### src/hw/rv_pkg.sv
`default_nettype none

package rv_pkg;

  // datapath and register file sizes
  localparam int xlen = 32;
  localparam int reg_addr_w = 5;
  localparam int num_regs = 32;

  // shared word memory
  localparam int mem_words = 1024;
  // byte address bits that reach the memory
  localparam int mem_addr_w = $clog2(mem_words) + 2;

  typedef logic [xlen-1:0] word_t;
  typedef logic [reg_addr_w-1:0] reg_idx_t;

  // major opcodes of the kept instructions
  localparam logic [6:0] op_lui = 7'b0110111;
  localparam logic [6:0] op_reg_imm = 7'b0010011;
  localparam logic [6:0] op_reg_reg = 7'b0110011;
  localparam logic [6:0] op_branch = 7'b1100011;
  localparam logic [6:0] op_load = 7'b0000011;
  localparam logic [6:0] op_store = 7'b0100011;
  localparam logic [6:0] op_system = 7'b1110011;

  // funct3 of the alu groups, shared by reg-imm and reg-reg
  localparam logic [2:0] f3_add_sub = 3'b000;
  localparam logic [2:0] f3_sll = 3'b001;
  localparam logic [2:0] f3_slt = 3'b010;
  localparam logic [2:0] f3_sltu = 3'b011;
  localparam logic [2:0] f3_xor = 3'b100;
  localparam logic [2:0] f3_srl_sra = 3'b101;
  localparam logic [2:0] f3_or = 3'b110;
  localparam logic [2:0] f3_and = 3'b111;

  // branch conditions
  localparam logic [2:0] f3_beq = 3'b000;
  localparam logic [2:0] f3_bne = 3'b001;
  localparam logic [2:0] f3_blt = 3'b100;
  localparam logic [2:0] f3_bge = 3'b101;
  localparam logic [2:0] f3_bltu = 3'b110;
  localparam logic [2:0] f3_bgeu = 3'b111;

  // word access only
  localparam logic [2:0] f3_lw = 3'b010;
  localparam logic [2:0] f3_sw = 3'b010;

  // ecall is the all-zero system instruction
  localparam logic [2:0] f3_ecall = 3'b000;

  // selects sub and sra
  localparam logic [6:0] f7_alt = 7'b0100000;

  typedef enum logic [3:0] {
    alu_add,
    alu_sub,
    alu_sll,
    alu_slt,
    alu_sltu,
    alu_xor,
    alu_srl,
    alu_sra,
    alu_or,
    alu_and,
    alu_pass_b
  } alu_op_t;

  // encoded as the branch funct3, so decode is a cast
  typedef enum logic [2:0] {
    br_eq = 3'b000,
    br_ne = 3'b001,
    br_lt = 3'b100,
    br_ge = 3'b101,
    br_ltu = 3'b110,
    br_geu = 3'b111
  } br_cond_t;

endpackage

`default_nettype wire

### src/hw/mem_req_if.sv
`timescale 1ns/1ps
`default_nettype none

interface mem_req_if;
  import rv_pkg::*;

  // requester side
  logic req;
  logic we;
  word_t addr;
  word_t wdata;

  // memory side, rdata qualified by rvalid one cycle after gnt
  logic gnt;
  word_t rdata;
  logic rvalid;

  modport requester (
    output req, we, addr, wdata,
    input gnt, rdata, rvalid
  );

  modport memory (
    input req, we, addr, wdata,
    output gnt, rdata, rvalid
  );

endinterface

`default_nettype wire

### src/hw/mem_arbiter.sv
`timescale 1ns/1ps
`default_nettype none

module mem_arbiter (
  input wire logic clk,
  input wire logic rst,
  input wire logic host_req,
  input wire logic host_we,
  input wire rv_pkg::word_t host_addr,
  input wire rv_pkg::word_t host_wdata,
  output logic host_gnt,
  output logic host_rvalid,
  output rv_pkg::word_t host_rdata,
  mem_req_if.memory fetch_bus,
  mem_req_if.memory data_bus,
  mem_req_if.requester mem_bus
);
  import rv_pkg::*;

  logic host_sel;
  logic data_sel;
  logic fetch_sel;
  // one-hot owner of the read in flight: host, data, fetch
  logic [2:0] rd_owner_q;

  // fixed priority, host first
  assign host_sel = host_req;
  assign data_sel = !host_req && data_bus.req;
  assign fetch_sel = !host_req && !data_bus.req && fetch_bus.req;

  always_comb begin
    mem_bus.req = host_sel || data_sel || fetch_sel;
    if (host_sel) begin
      mem_bus.we = host_we;
      mem_bus.addr = host_addr;
      mem_bus.wdata = host_wdata;
    end else if (data_sel) begin
      mem_bus.we = data_bus.we;
      mem_bus.addr = data_bus.addr;
      mem_bus.wdata = data_bus.wdata;
    end else begin
      mem_bus.we = fetch_bus.we;
      mem_bus.addr = fetch_bus.addr;
      mem_bus.wdata = fetch_bus.wdata;
    end
  end

  assign host_gnt = host_sel && mem_bus.gnt;
  assign data_bus.gnt = data_sel && mem_bus.gnt;
  assign fetch_bus.gnt = fetch_sel && mem_bus.gnt;

  // remember who owns next cycle's read data
  always_ff @(posedge clk) begin
    if (rst) begin
      rd_owner_q <= 3'b000;
    end else if (mem_bus.gnt && !mem_bus.we) begin
      rd_owner_q <= {host_sel, data_sel, fetch_sel};
    end else begin
      rd_owner_q <= 3'b000;
    end
  end

  assign host_rvalid = mem_bus.rvalid && rd_owner_q[2];
  assign data_bus.rvalid = mem_bus.rvalid && rd_owner_q[1];
  assign fetch_bus.rvalid = mem_bus.rvalid && rd_owner_q[0];

  assign host_rdata = mem_bus.rdata;
  assign data_bus.rdata = mem_bus.rdata;
  assign fetch_bus.rdata = mem_bus.rdata;

endmodule

`default_nettype wire

### src/flat_wrapper.sv
// flat-port wrapper written by rule: the top's interface ports become plain ports
module mem_arbiter_flat import rv_pkg::*;
  (clk, rst, host_req, host_we, host_addr, host_wdata, host_gnt, host_rvalid, host_rdata, fetch_bus_req, fetch_bus_we, fetch_bus_addr, fetch_bus_wdata, fetch_bus_gnt, fetch_bus_rdata, fetch_bus_rvalid, data_bus_req, data_bus_we, data_bus_addr, data_bus_wdata, data_bus_gnt, data_bus_rdata, data_bus_rvalid, mem_bus_req, mem_bus_we, mem_bus_addr, mem_bus_wdata, mem_bus_gnt, mem_bus_rdata, mem_bus_rvalid);
  mem_req_if fetch_bus_i ();
  mem_req_if data_bus_i ();
  mem_req_if mem_bus_i ();
  input wire logic clk;
  input wire logic rst;
  input wire logic host_req;
  input wire logic host_we;
  input wire rv_pkg::word_t host_addr;
  input wire rv_pkg::word_t host_wdata;
  output logic host_gnt;
  output logic host_rvalid;
  output rv_pkg::word_t host_rdata;
  input wire logic [$bits(fetch_bus_i.req)-1:0] fetch_bus_req;
  input wire logic [$bits(fetch_bus_i.we)-1:0] fetch_bus_we;
  input wire logic [$bits(fetch_bus_i.addr)-1:0] fetch_bus_addr;
  input wire logic [$bits(fetch_bus_i.wdata)-1:0] fetch_bus_wdata;
  output wire logic [$bits(fetch_bus_i.gnt)-1:0] fetch_bus_gnt;
  output wire logic [$bits(fetch_bus_i.rdata)-1:0] fetch_bus_rdata;
  output wire logic [$bits(fetch_bus_i.rvalid)-1:0] fetch_bus_rvalid;
  input wire logic [$bits(data_bus_i.req)-1:0] data_bus_req;
  input wire logic [$bits(data_bus_i.we)-1:0] data_bus_we;
  input wire logic [$bits(data_bus_i.addr)-1:0] data_bus_addr;
  input wire logic [$bits(data_bus_i.wdata)-1:0] data_bus_wdata;
  output wire logic [$bits(data_bus_i.gnt)-1:0] data_bus_gnt;
  output wire logic [$bits(data_bus_i.rdata)-1:0] data_bus_rdata;
  output wire logic [$bits(data_bus_i.rvalid)-1:0] data_bus_rvalid;
  output wire logic [$bits(mem_bus_i.req)-1:0] mem_bus_req;
  output wire logic [$bits(mem_bus_i.we)-1:0] mem_bus_we;
  output wire logic [$bits(mem_bus_i.addr)-1:0] mem_bus_addr;
  output wire logic [$bits(mem_bus_i.wdata)-1:0] mem_bus_wdata;
  input wire logic [$bits(mem_bus_i.gnt)-1:0] mem_bus_gnt;
  input wire logic [$bits(mem_bus_i.rdata)-1:0] mem_bus_rdata;
  input wire logic [$bits(mem_bus_i.rvalid)-1:0] mem_bus_rvalid;
  assign fetch_bus_i.req = fetch_bus_req;
  assign fetch_bus_i.we = fetch_bus_we;
  assign fetch_bus_i.addr = fetch_bus_addr;
  assign fetch_bus_i.wdata = fetch_bus_wdata;
  assign fetch_bus_gnt = fetch_bus_i.gnt;
  assign fetch_bus_rdata = fetch_bus_i.rdata;
  assign fetch_bus_rvalid = fetch_bus_i.rvalid;
  assign data_bus_i.req = data_bus_req;
  assign data_bus_i.we = data_bus_we;
  assign data_bus_i.addr = data_bus_addr;
  assign data_bus_i.wdata = data_bus_wdata;
  assign data_bus_gnt = data_bus_i.gnt;
  assign data_bus_rdata = data_bus_i.rdata;
  assign data_bus_rvalid = data_bus_i.rvalid;
  assign mem_bus_req = mem_bus_i.req;
  assign mem_bus_we = mem_bus_i.we;
  assign mem_bus_addr = mem_bus_i.addr;
  assign mem_bus_wdata = mem_bus_i.wdata;
  assign mem_bus_i.gnt = mem_bus_gnt;
  assign mem_bus_i.rdata = mem_bus_rdata;
  assign mem_bus_i.rvalid = mem_bus_rvalid;
  mem_arbiter u_core (.clk(clk), .rst(rst), .host_req(host_req), .host_we(host_we), .host_addr(host_addr), .host_wdata(host_wdata), .host_gnt(host_gnt), .host_rvalid(host_rvalid), .host_rdata(host_rdata), .fetch_bus(fetch_bus_i), .data_bus(data_bus_i), .mem_bus(mem_bus_i));
endmodule
### config.mk
export PLATFORM = sky130hd
export DESIGN_NAME = mem_arbiter_flat
export DESIGN_NICKNAME = d
export VERILOG_FILES = /design/src/hw/rv_pkg.sv /design/src/hw/mem_req_if.sv /design/src/hw/mem_arbiter.sv /design/src/flat_wrapper.sv
export SDC_FILE = /design/constraint.sdc
export NUM_CORES = 1
export LEC_CHECK = 0
export BUFFER_PORTS_ARGS = -buffer_cell sky130_fd_sc_hd__buf_2
export CORE_AREA = 2 2 156 158
export CTS_CLUSTER_SIZE = 28
export DETAILED_ROUTE_END_ITERATION = 6
export DIE_AREA = 0 0 158 160
export GPL_ROUTABILITY_DRIVEN = 1
export SKIP_CTS_REPAIR_TIMING = 1
export SLEW_MARGIN = 20
export SYNTH_ARGS = -nofsm -noshare
export SYNTH_HDL_FRONTEND = slang
export SYNTH_SLANG_ARGS = --single-unit
### constraint.sdc
create_clock -name clk -period 1.2 [get_ports clk]
set_input_delay 0.18 -clock clk [delete_from_list [all_inputs] [get_ports clk]]
set_output_delay 0.18 -clock clk [all_outputs]
set_load 0.01 [all_outputs]
==> results of run 1 <==
-- cell families after synthesis --
logic type,count (synthesis),synth area share
AOI/OAI and AO/OA,65,0.1439
buffers and inverters,119,0.3996
DFF,3,0.02656
muxes,65,0.2878
and+or+nand+nor,77,0.1422
-- metrics by stage --
step	cell area (um^2)	setup slack (ns)
3_3_place_gp	3308	-0.1188
5_1_grt	3645	0.01634
6_report	3645	0.06923
2_1_floorplan	2261	0.1043
3_5_place_dp	3308	-0.09224
4_1_cts	3387	-0.09227
-- cell type report --
class / instances / share of cell area
Clock buffer: 4 / 0.02163
Antenna cell: 1 / 0.0006866
Sequential cell: 3 / 0.01648
Tap cell: 324 / 0.1112
Timing Repair Buffer: 298 / 0.4888
Inverter: 1 / 0.001030
Multi-Input combinational cell: 207 / 0.3601
-- layer usage --
layer | global-route usage | up-vias
li1 | - | 1376
met1 | 0.05783 | 1241
met2 | 0.1150 | 199
met3 | 0.01574 | 45
met4 | 0.03726 | 0
met5 | 0 | -
-- synth_stat cells --
cell / instances
o21ai_0: 46
nor4_1: 1
buf_4: 98
buf_12: 3
mux2i_1: 65
nor2_1: 2
nor3b_1: 1
o21ai_1: 19
and2_1: 4
nand2b_1: 2
nor4_2: 1
clkbuf_1: 5
inv_2: 1
buf_6: 4
dfxtp_1: 3
nand2_1: 65
or3_1: 1
buf_2: 8
-- path summary, 6_finish.rpt --
| check | to | slack, ns | from | cells after the start |
|---|---|---|---|---|
| hold / removal | u_core.rd_owner_q[2] | 0.13 | host_we | 2 |
| setup / recovery | mem_bus_req | 0.07 | data_bus_req | 4 |
-- power by group --
| group | internal [mW] | leakage, nW | switching [mW] | total, mW |
|---|---|---|---|---|
| clock | 0.439 | 0.0382 | 0.101 | 0.540 |
| combinational | 0.657 | 1.95 | 0.566 | 1.22 |
| sequential | 0.102 | 0.0243 | 0.000338 | 0.103 |
| total | 1.20 | 2.01 | 0.668 | 1.87 |
==> run_results.csv, run 1 <==
group,metric,value,unit
worst_setup_path,crit_slowest_cell,"or3_1",
yosys,netlist_instances,329,
worst_setup_path,cp.required,1.02,ns
grt,grt_usage,0.06092,
layout,regMostFlops,"u_core.rd_owner_q",
floorplan,dieArea,25280,um^2
yosys,synth.largest_area_cell,"buf_4",
power,power.total,1.866,mW
sta,finalSetupViolCount,0,
drt,drt-vias-per-instance,3.414,
job,drv_cap,0,
sta,fmax,884.4,MHz
yosys,syn_area_per_cell,6.872,um^2
layout,layout_commonest_cell,"buf_2",
sta,maxSlewViolCount,0,
grt,antenna_found_initial,1,
clock_tree,clk_pin_slew,0.03,ns
layout,largest_reg_flops,3,
yosys,synth_top_area_frac,0.3254,
drt,wl_met1,3.899,mm
sta,tightest_slew,0.2127,ns
grt,gr-total-overflow,0,
worst_setup_path,crit_type,"in -> out",
sta,setup_tns,0,ns
sta,hold_viol,0,
clock_tree,clock_path_buffers,2,
drt,num_vias,2861,
drt,drc_errors,0,
worst_setup_path,crit_family,"buffers and inverters",
clock_tree,clock_sinks,3,
sta,whs,0.1347,ns
sta,max_slew_margin,0.8569,
worst_setup_path,arrival,0.95,ns
layout,drive_gt1_frac,0.5965,
floorplan,ios,402,
floorplan,rows,57,
layout,final_core_util,0.1530,
worst_setup_path,end_kind,"output pin",
clock_tree,tritoncts,"done",
layout,layout.nets,748,
grt,grt_max_degree,59,
drt,drt-wirelength-per-cell,12.90,um
layout,seq_area,60.06,um^2
placement,place_inst,824,
layout,multi_input_area,1313,um^2
power,peakVddDrop,0.0002594,V
layout,final_cell_mix,"buf_2 (271), nand2_1 (65), mux2i_1 (63), o21ai_0 (44), o21ai_1 (21)",
drt,ant_nets,0,
yosys,ys_warn_count,0,
layout,top_regs,"u_core.rd_owner_q x3",
layout,fin_cells,838,
clock_tree,htreeDepth,1,
power,p_per_area,512.0,nW/um^2
worst_setup_path,crit_chain,"clkbuf_16 > clkbuf_16 > or3_1 > buf_2",
worst_setup_path,crit_path_max_fanout,7,
worst_setup_path,crit_path_start_kind,"primary input",
sta,period_share,0.9423,
floorplan,die_y,160,um
drt,totalWireLength,10.81,mm
yosys,yosysUniqueCellTypes,18,
yosys,syn_area,2261,um^2
floorplan,initial_core_util,0.09492,
layout,area_growth,61.21,%
drt,dr_wl_met3,1.112,mm
worst_setup_path,critical_path_buf_inv_count,3,
yosys,ys_seq_area_frac,0.02656,
sta,fin_crit,1.131,ns
drt,drt_iter0_drc,120,
yosys,synth-seq-cells,3,
drt,routed-wl-met2,5.384,mm
drt,drt_pass1_iterations,4,
power,leakagePower,2.011,nW
drt,dr.max_layer_used,"met4",
floorplan,design.core.area,23820,um^2
placement,port_buffers,273,
grt,grt_pass1_wl,12.20,mm
sta,rsz0062_at_grt,"false",
clock_tree,numCtsBuffers,3,
worst_setup_path,critPathMaxStageDelay,0.29,ns
placement,place_congestion,0.6842,
clock_tree,cts-root-buf,"clkbuf_16",
outcome,status,"finished, final reports clean",
placement,dp_hpwl,7.832,mm
yosys,synth.area.top_cells,"buf_4 (33%), mux2i_1 (29%), nand2_1 (11%), o21ai_0 (10%), o21ai_1 (4.2%)",
floorplan,die_w,158,um
worst_hold_path,hold_class,"in -> reg",
layout,nFillCells,2775,
grt,grt_pass1_vias,2532,
worst_setup_path,critPathMostFrequentCell,"clkbuf_16",
yosys,synth.net_count,563,
No activity file was read; power rests on OpenSTA's default activity.
==> run 2: changes to the inputs <==
PLACE_DENSITY_LB_ADDON = 0.25   (was default)
==> run 2 against run 1 <==
- the run now ends with negative setup slack left
- die area is the same
- worst setup slack lost 0.078 ns
- first-iteration DRC count shrank 31%
- clock power shrank 2%
- cell count shrank 0.48%
- global-route usage grew 0.11 points
- total power shrank 2.0%
- sequential power is essentially flat
- cell area shrank 2.2%
- combinational power is essentially flat
- critical path type unchanged
- critical endpoint unchanged
==> run_results.csv, run 2 (synthesis results as in run 1) <==
group,metric,value,unit
worst_setup_path,critPathMostFrequentCell,"buf_12",
layout,final_core_util,0.1497,
worst_hold_path,hold_depth,2,
floorplan,dieArea,25280,um^2
clock_tree,cts-root-buf,"clkbuf_16",
sta,max_slew_margin,0.8450,
clock_tree,numCtsBuffers,3,
worst_setup_path,crit_slowest_cell,"or3_1",
sta,finalSetupViolCount,1,
sta,period_share,1.007,
layout,layout_commonest_cell,"buf_2",
power,sw_frac_of_total,0.3557,
power,p_per_area,512.6,nW/um^2
layout,regMostFlops,"u_core.rd_owner_q",
power,internal_power,1.178,mW
sta,fin_crit,1.209,ns
floorplan,rows,57,
worst_setup_path,critPathMaxStageDelay,0.29,ns
drt,num_vias,2791,
grt,antenna_found_initial,0,
drt,drt-vias-per-instance,3.347,
clock_tree,clock_sinks,3,
outcome,violations,"negative setup slack",
placement,place_congestion,0.7198,
worst_setup_path,cp.required,1.02,ns
layout,antenna_cells,0,
sta,maxSlewViolCount,0,
layout,drive_gt1_frac,0.5922,
layout,multi_input_area,1305,um^2
grt,grt_max_degree,61,
power,p_sw,0.6502,mW
drt,ant_nets,0,
floorplan,design.core.area,23820,um^2
placement,port_buffers,273,
power,leakagePower,1.972,nW
sta,rsz0062_at_grt,"true",
placement,dp_worst_setup_slack,-0.1614,ns
clock_tree,htreeDepth,1,
power,power.total,1.828,mW
power,power_frac_clock,0.290,
floorplan,initial_core_util,0.09492,
clock_tree,clk_pin_slew,0.03,ns
clock_tree,clock_path_buffers,2,
drt,drt_pass1_iterations,4,
drt,drc_errors,0,
clock_tree,tritoncts,"done",
layout,seq_area,60.06,um^2
outcome,status,"finished with violations",
layout,nFillCells,2808,
worst_hold_path,hold_path_end,"u_core.rd_owner_q[2]",
sta,tightest_slew,0.2261,ns
sta,hold_viol,0,
grt,grt_pass1_wl,12.29,mm
worst_setup_path,crit_chain,"buf_12 > buf_12 > buf_4 > or3_1 > buf_2",
worst_hold_path,hold_class,"in -> reg",
layout,final_cell_mix,"buf_2 (271), nand2_1 (65), mux2i_1 (63), o21ai_0 (37), o21ai_1 (28)",
power,pwr-share-seq,0.056,
floorplan,die_w,158,um
worst_setup_path,end_kind,"output pin",
placement,dp_hpwl,7.893,mm
drt,drt_iter0_drc,83,
layout,area_growth,57.72,%
layout,layout.nets,745,
floorplan,die_y,160,um
power,pwr-share-comb,0.654,
grt,grt_pass1_vias,2519,
worst_setup_path,crit_path_start_kind,"primary input",
layout,top_regs,"u_core.rd_owner_q x3",
sta,fmax,827.3,MHz
drt,drt-wirelength-per-cell,12.34,um
job,drv_cap,0,
drt,totalWireLength,10.29,mm
sta,setup_ws,-0.008812,ns
floorplan,ios,402,
worst_hold_path,min-delay-start,"host_we",
grt,grt_usage,0.06199,
worst_setup_path,crit_path_max_fanout,8,
worst_setup_path,arrival,1.03,ns
grt,gr-total-overflow,0,
worst_setup_path,crit_type,"in -> out",
layout,largest_reg_flops,3,
sta,whs,0.1325,ns
power,peakVddDrop,0.0002630,V
-- run 2: cell count changes in the layout (fill, tap and decap cells not counted), sizes merged --
cell,before,now
diode,1,0
clkbuf,11,8
-- run 2: how the worst max path moves through the flow --
stage               cells past startpoint          from  slack [ns]                 to
floorplan                               5  data_bus_req        0.10  mem_bus_wdata[12]
global route                            5  data_bus_req       -0.04        mem_bus_req
global placement                        5  data_bus_req       -0.17   mem_bus_addr[24]
finish                                  5  data_bus_req      -0.009        mem_bus_req
detailed placement                      5  data_bus_req       -0.16   mem_bus_addr[24]
CTS                                     5  data_bus_req       -0.17   mem_bus_addr[24]
-- run 2: area by class of cell --
type                    instances  share of cell area
clock buffers                   4             0.02211
inverters                       1            0.001053
multi-input cells             207              0.3660
flip-flops and latches          3             0.01684
well taps                     324              0.1137
repair buffers                295              0.4804
-- run 2: power groups by stage --
stage	sequential (mW)	clock (mW)	combinational (mW)
2_1_floorplan	0.104	0	0.844
3_3_place_gp	0.104	0	1.13
3_5_place_dp	0.104	0	1.12
4_1_cts	0.103	0.540	1.13
5_1_grt	0.103	0.551	1.32
6_report	0.103	0.530	1.20
-- run 2: per-stage QoR --
stage	instance area, um^2	std cells	TNS, ns
floorplan	2261	329	0
CTS	3400	828	-1.751
global route	3566	834	-0.2773
finish	3566	834	-0.008812
detailed placement	3321	824	-1.786
global placement	3321	824	-1.261
-- run 2: worst max-delay path, delay by kind of cell --
kind | cells | cell delay [ns]
simple gates | 1 | 0.29
buf+inv | 4 | 0.55
-- run 2: metal layers --
layer,up-vias,wire length [um],global-route usage
li1,1368,-,-
met1,1174,3737,0.05899
met2,216,5108,0.1231
met3,33,1098,0.01248
met4,0,348,0.03030
met5,-,0,0
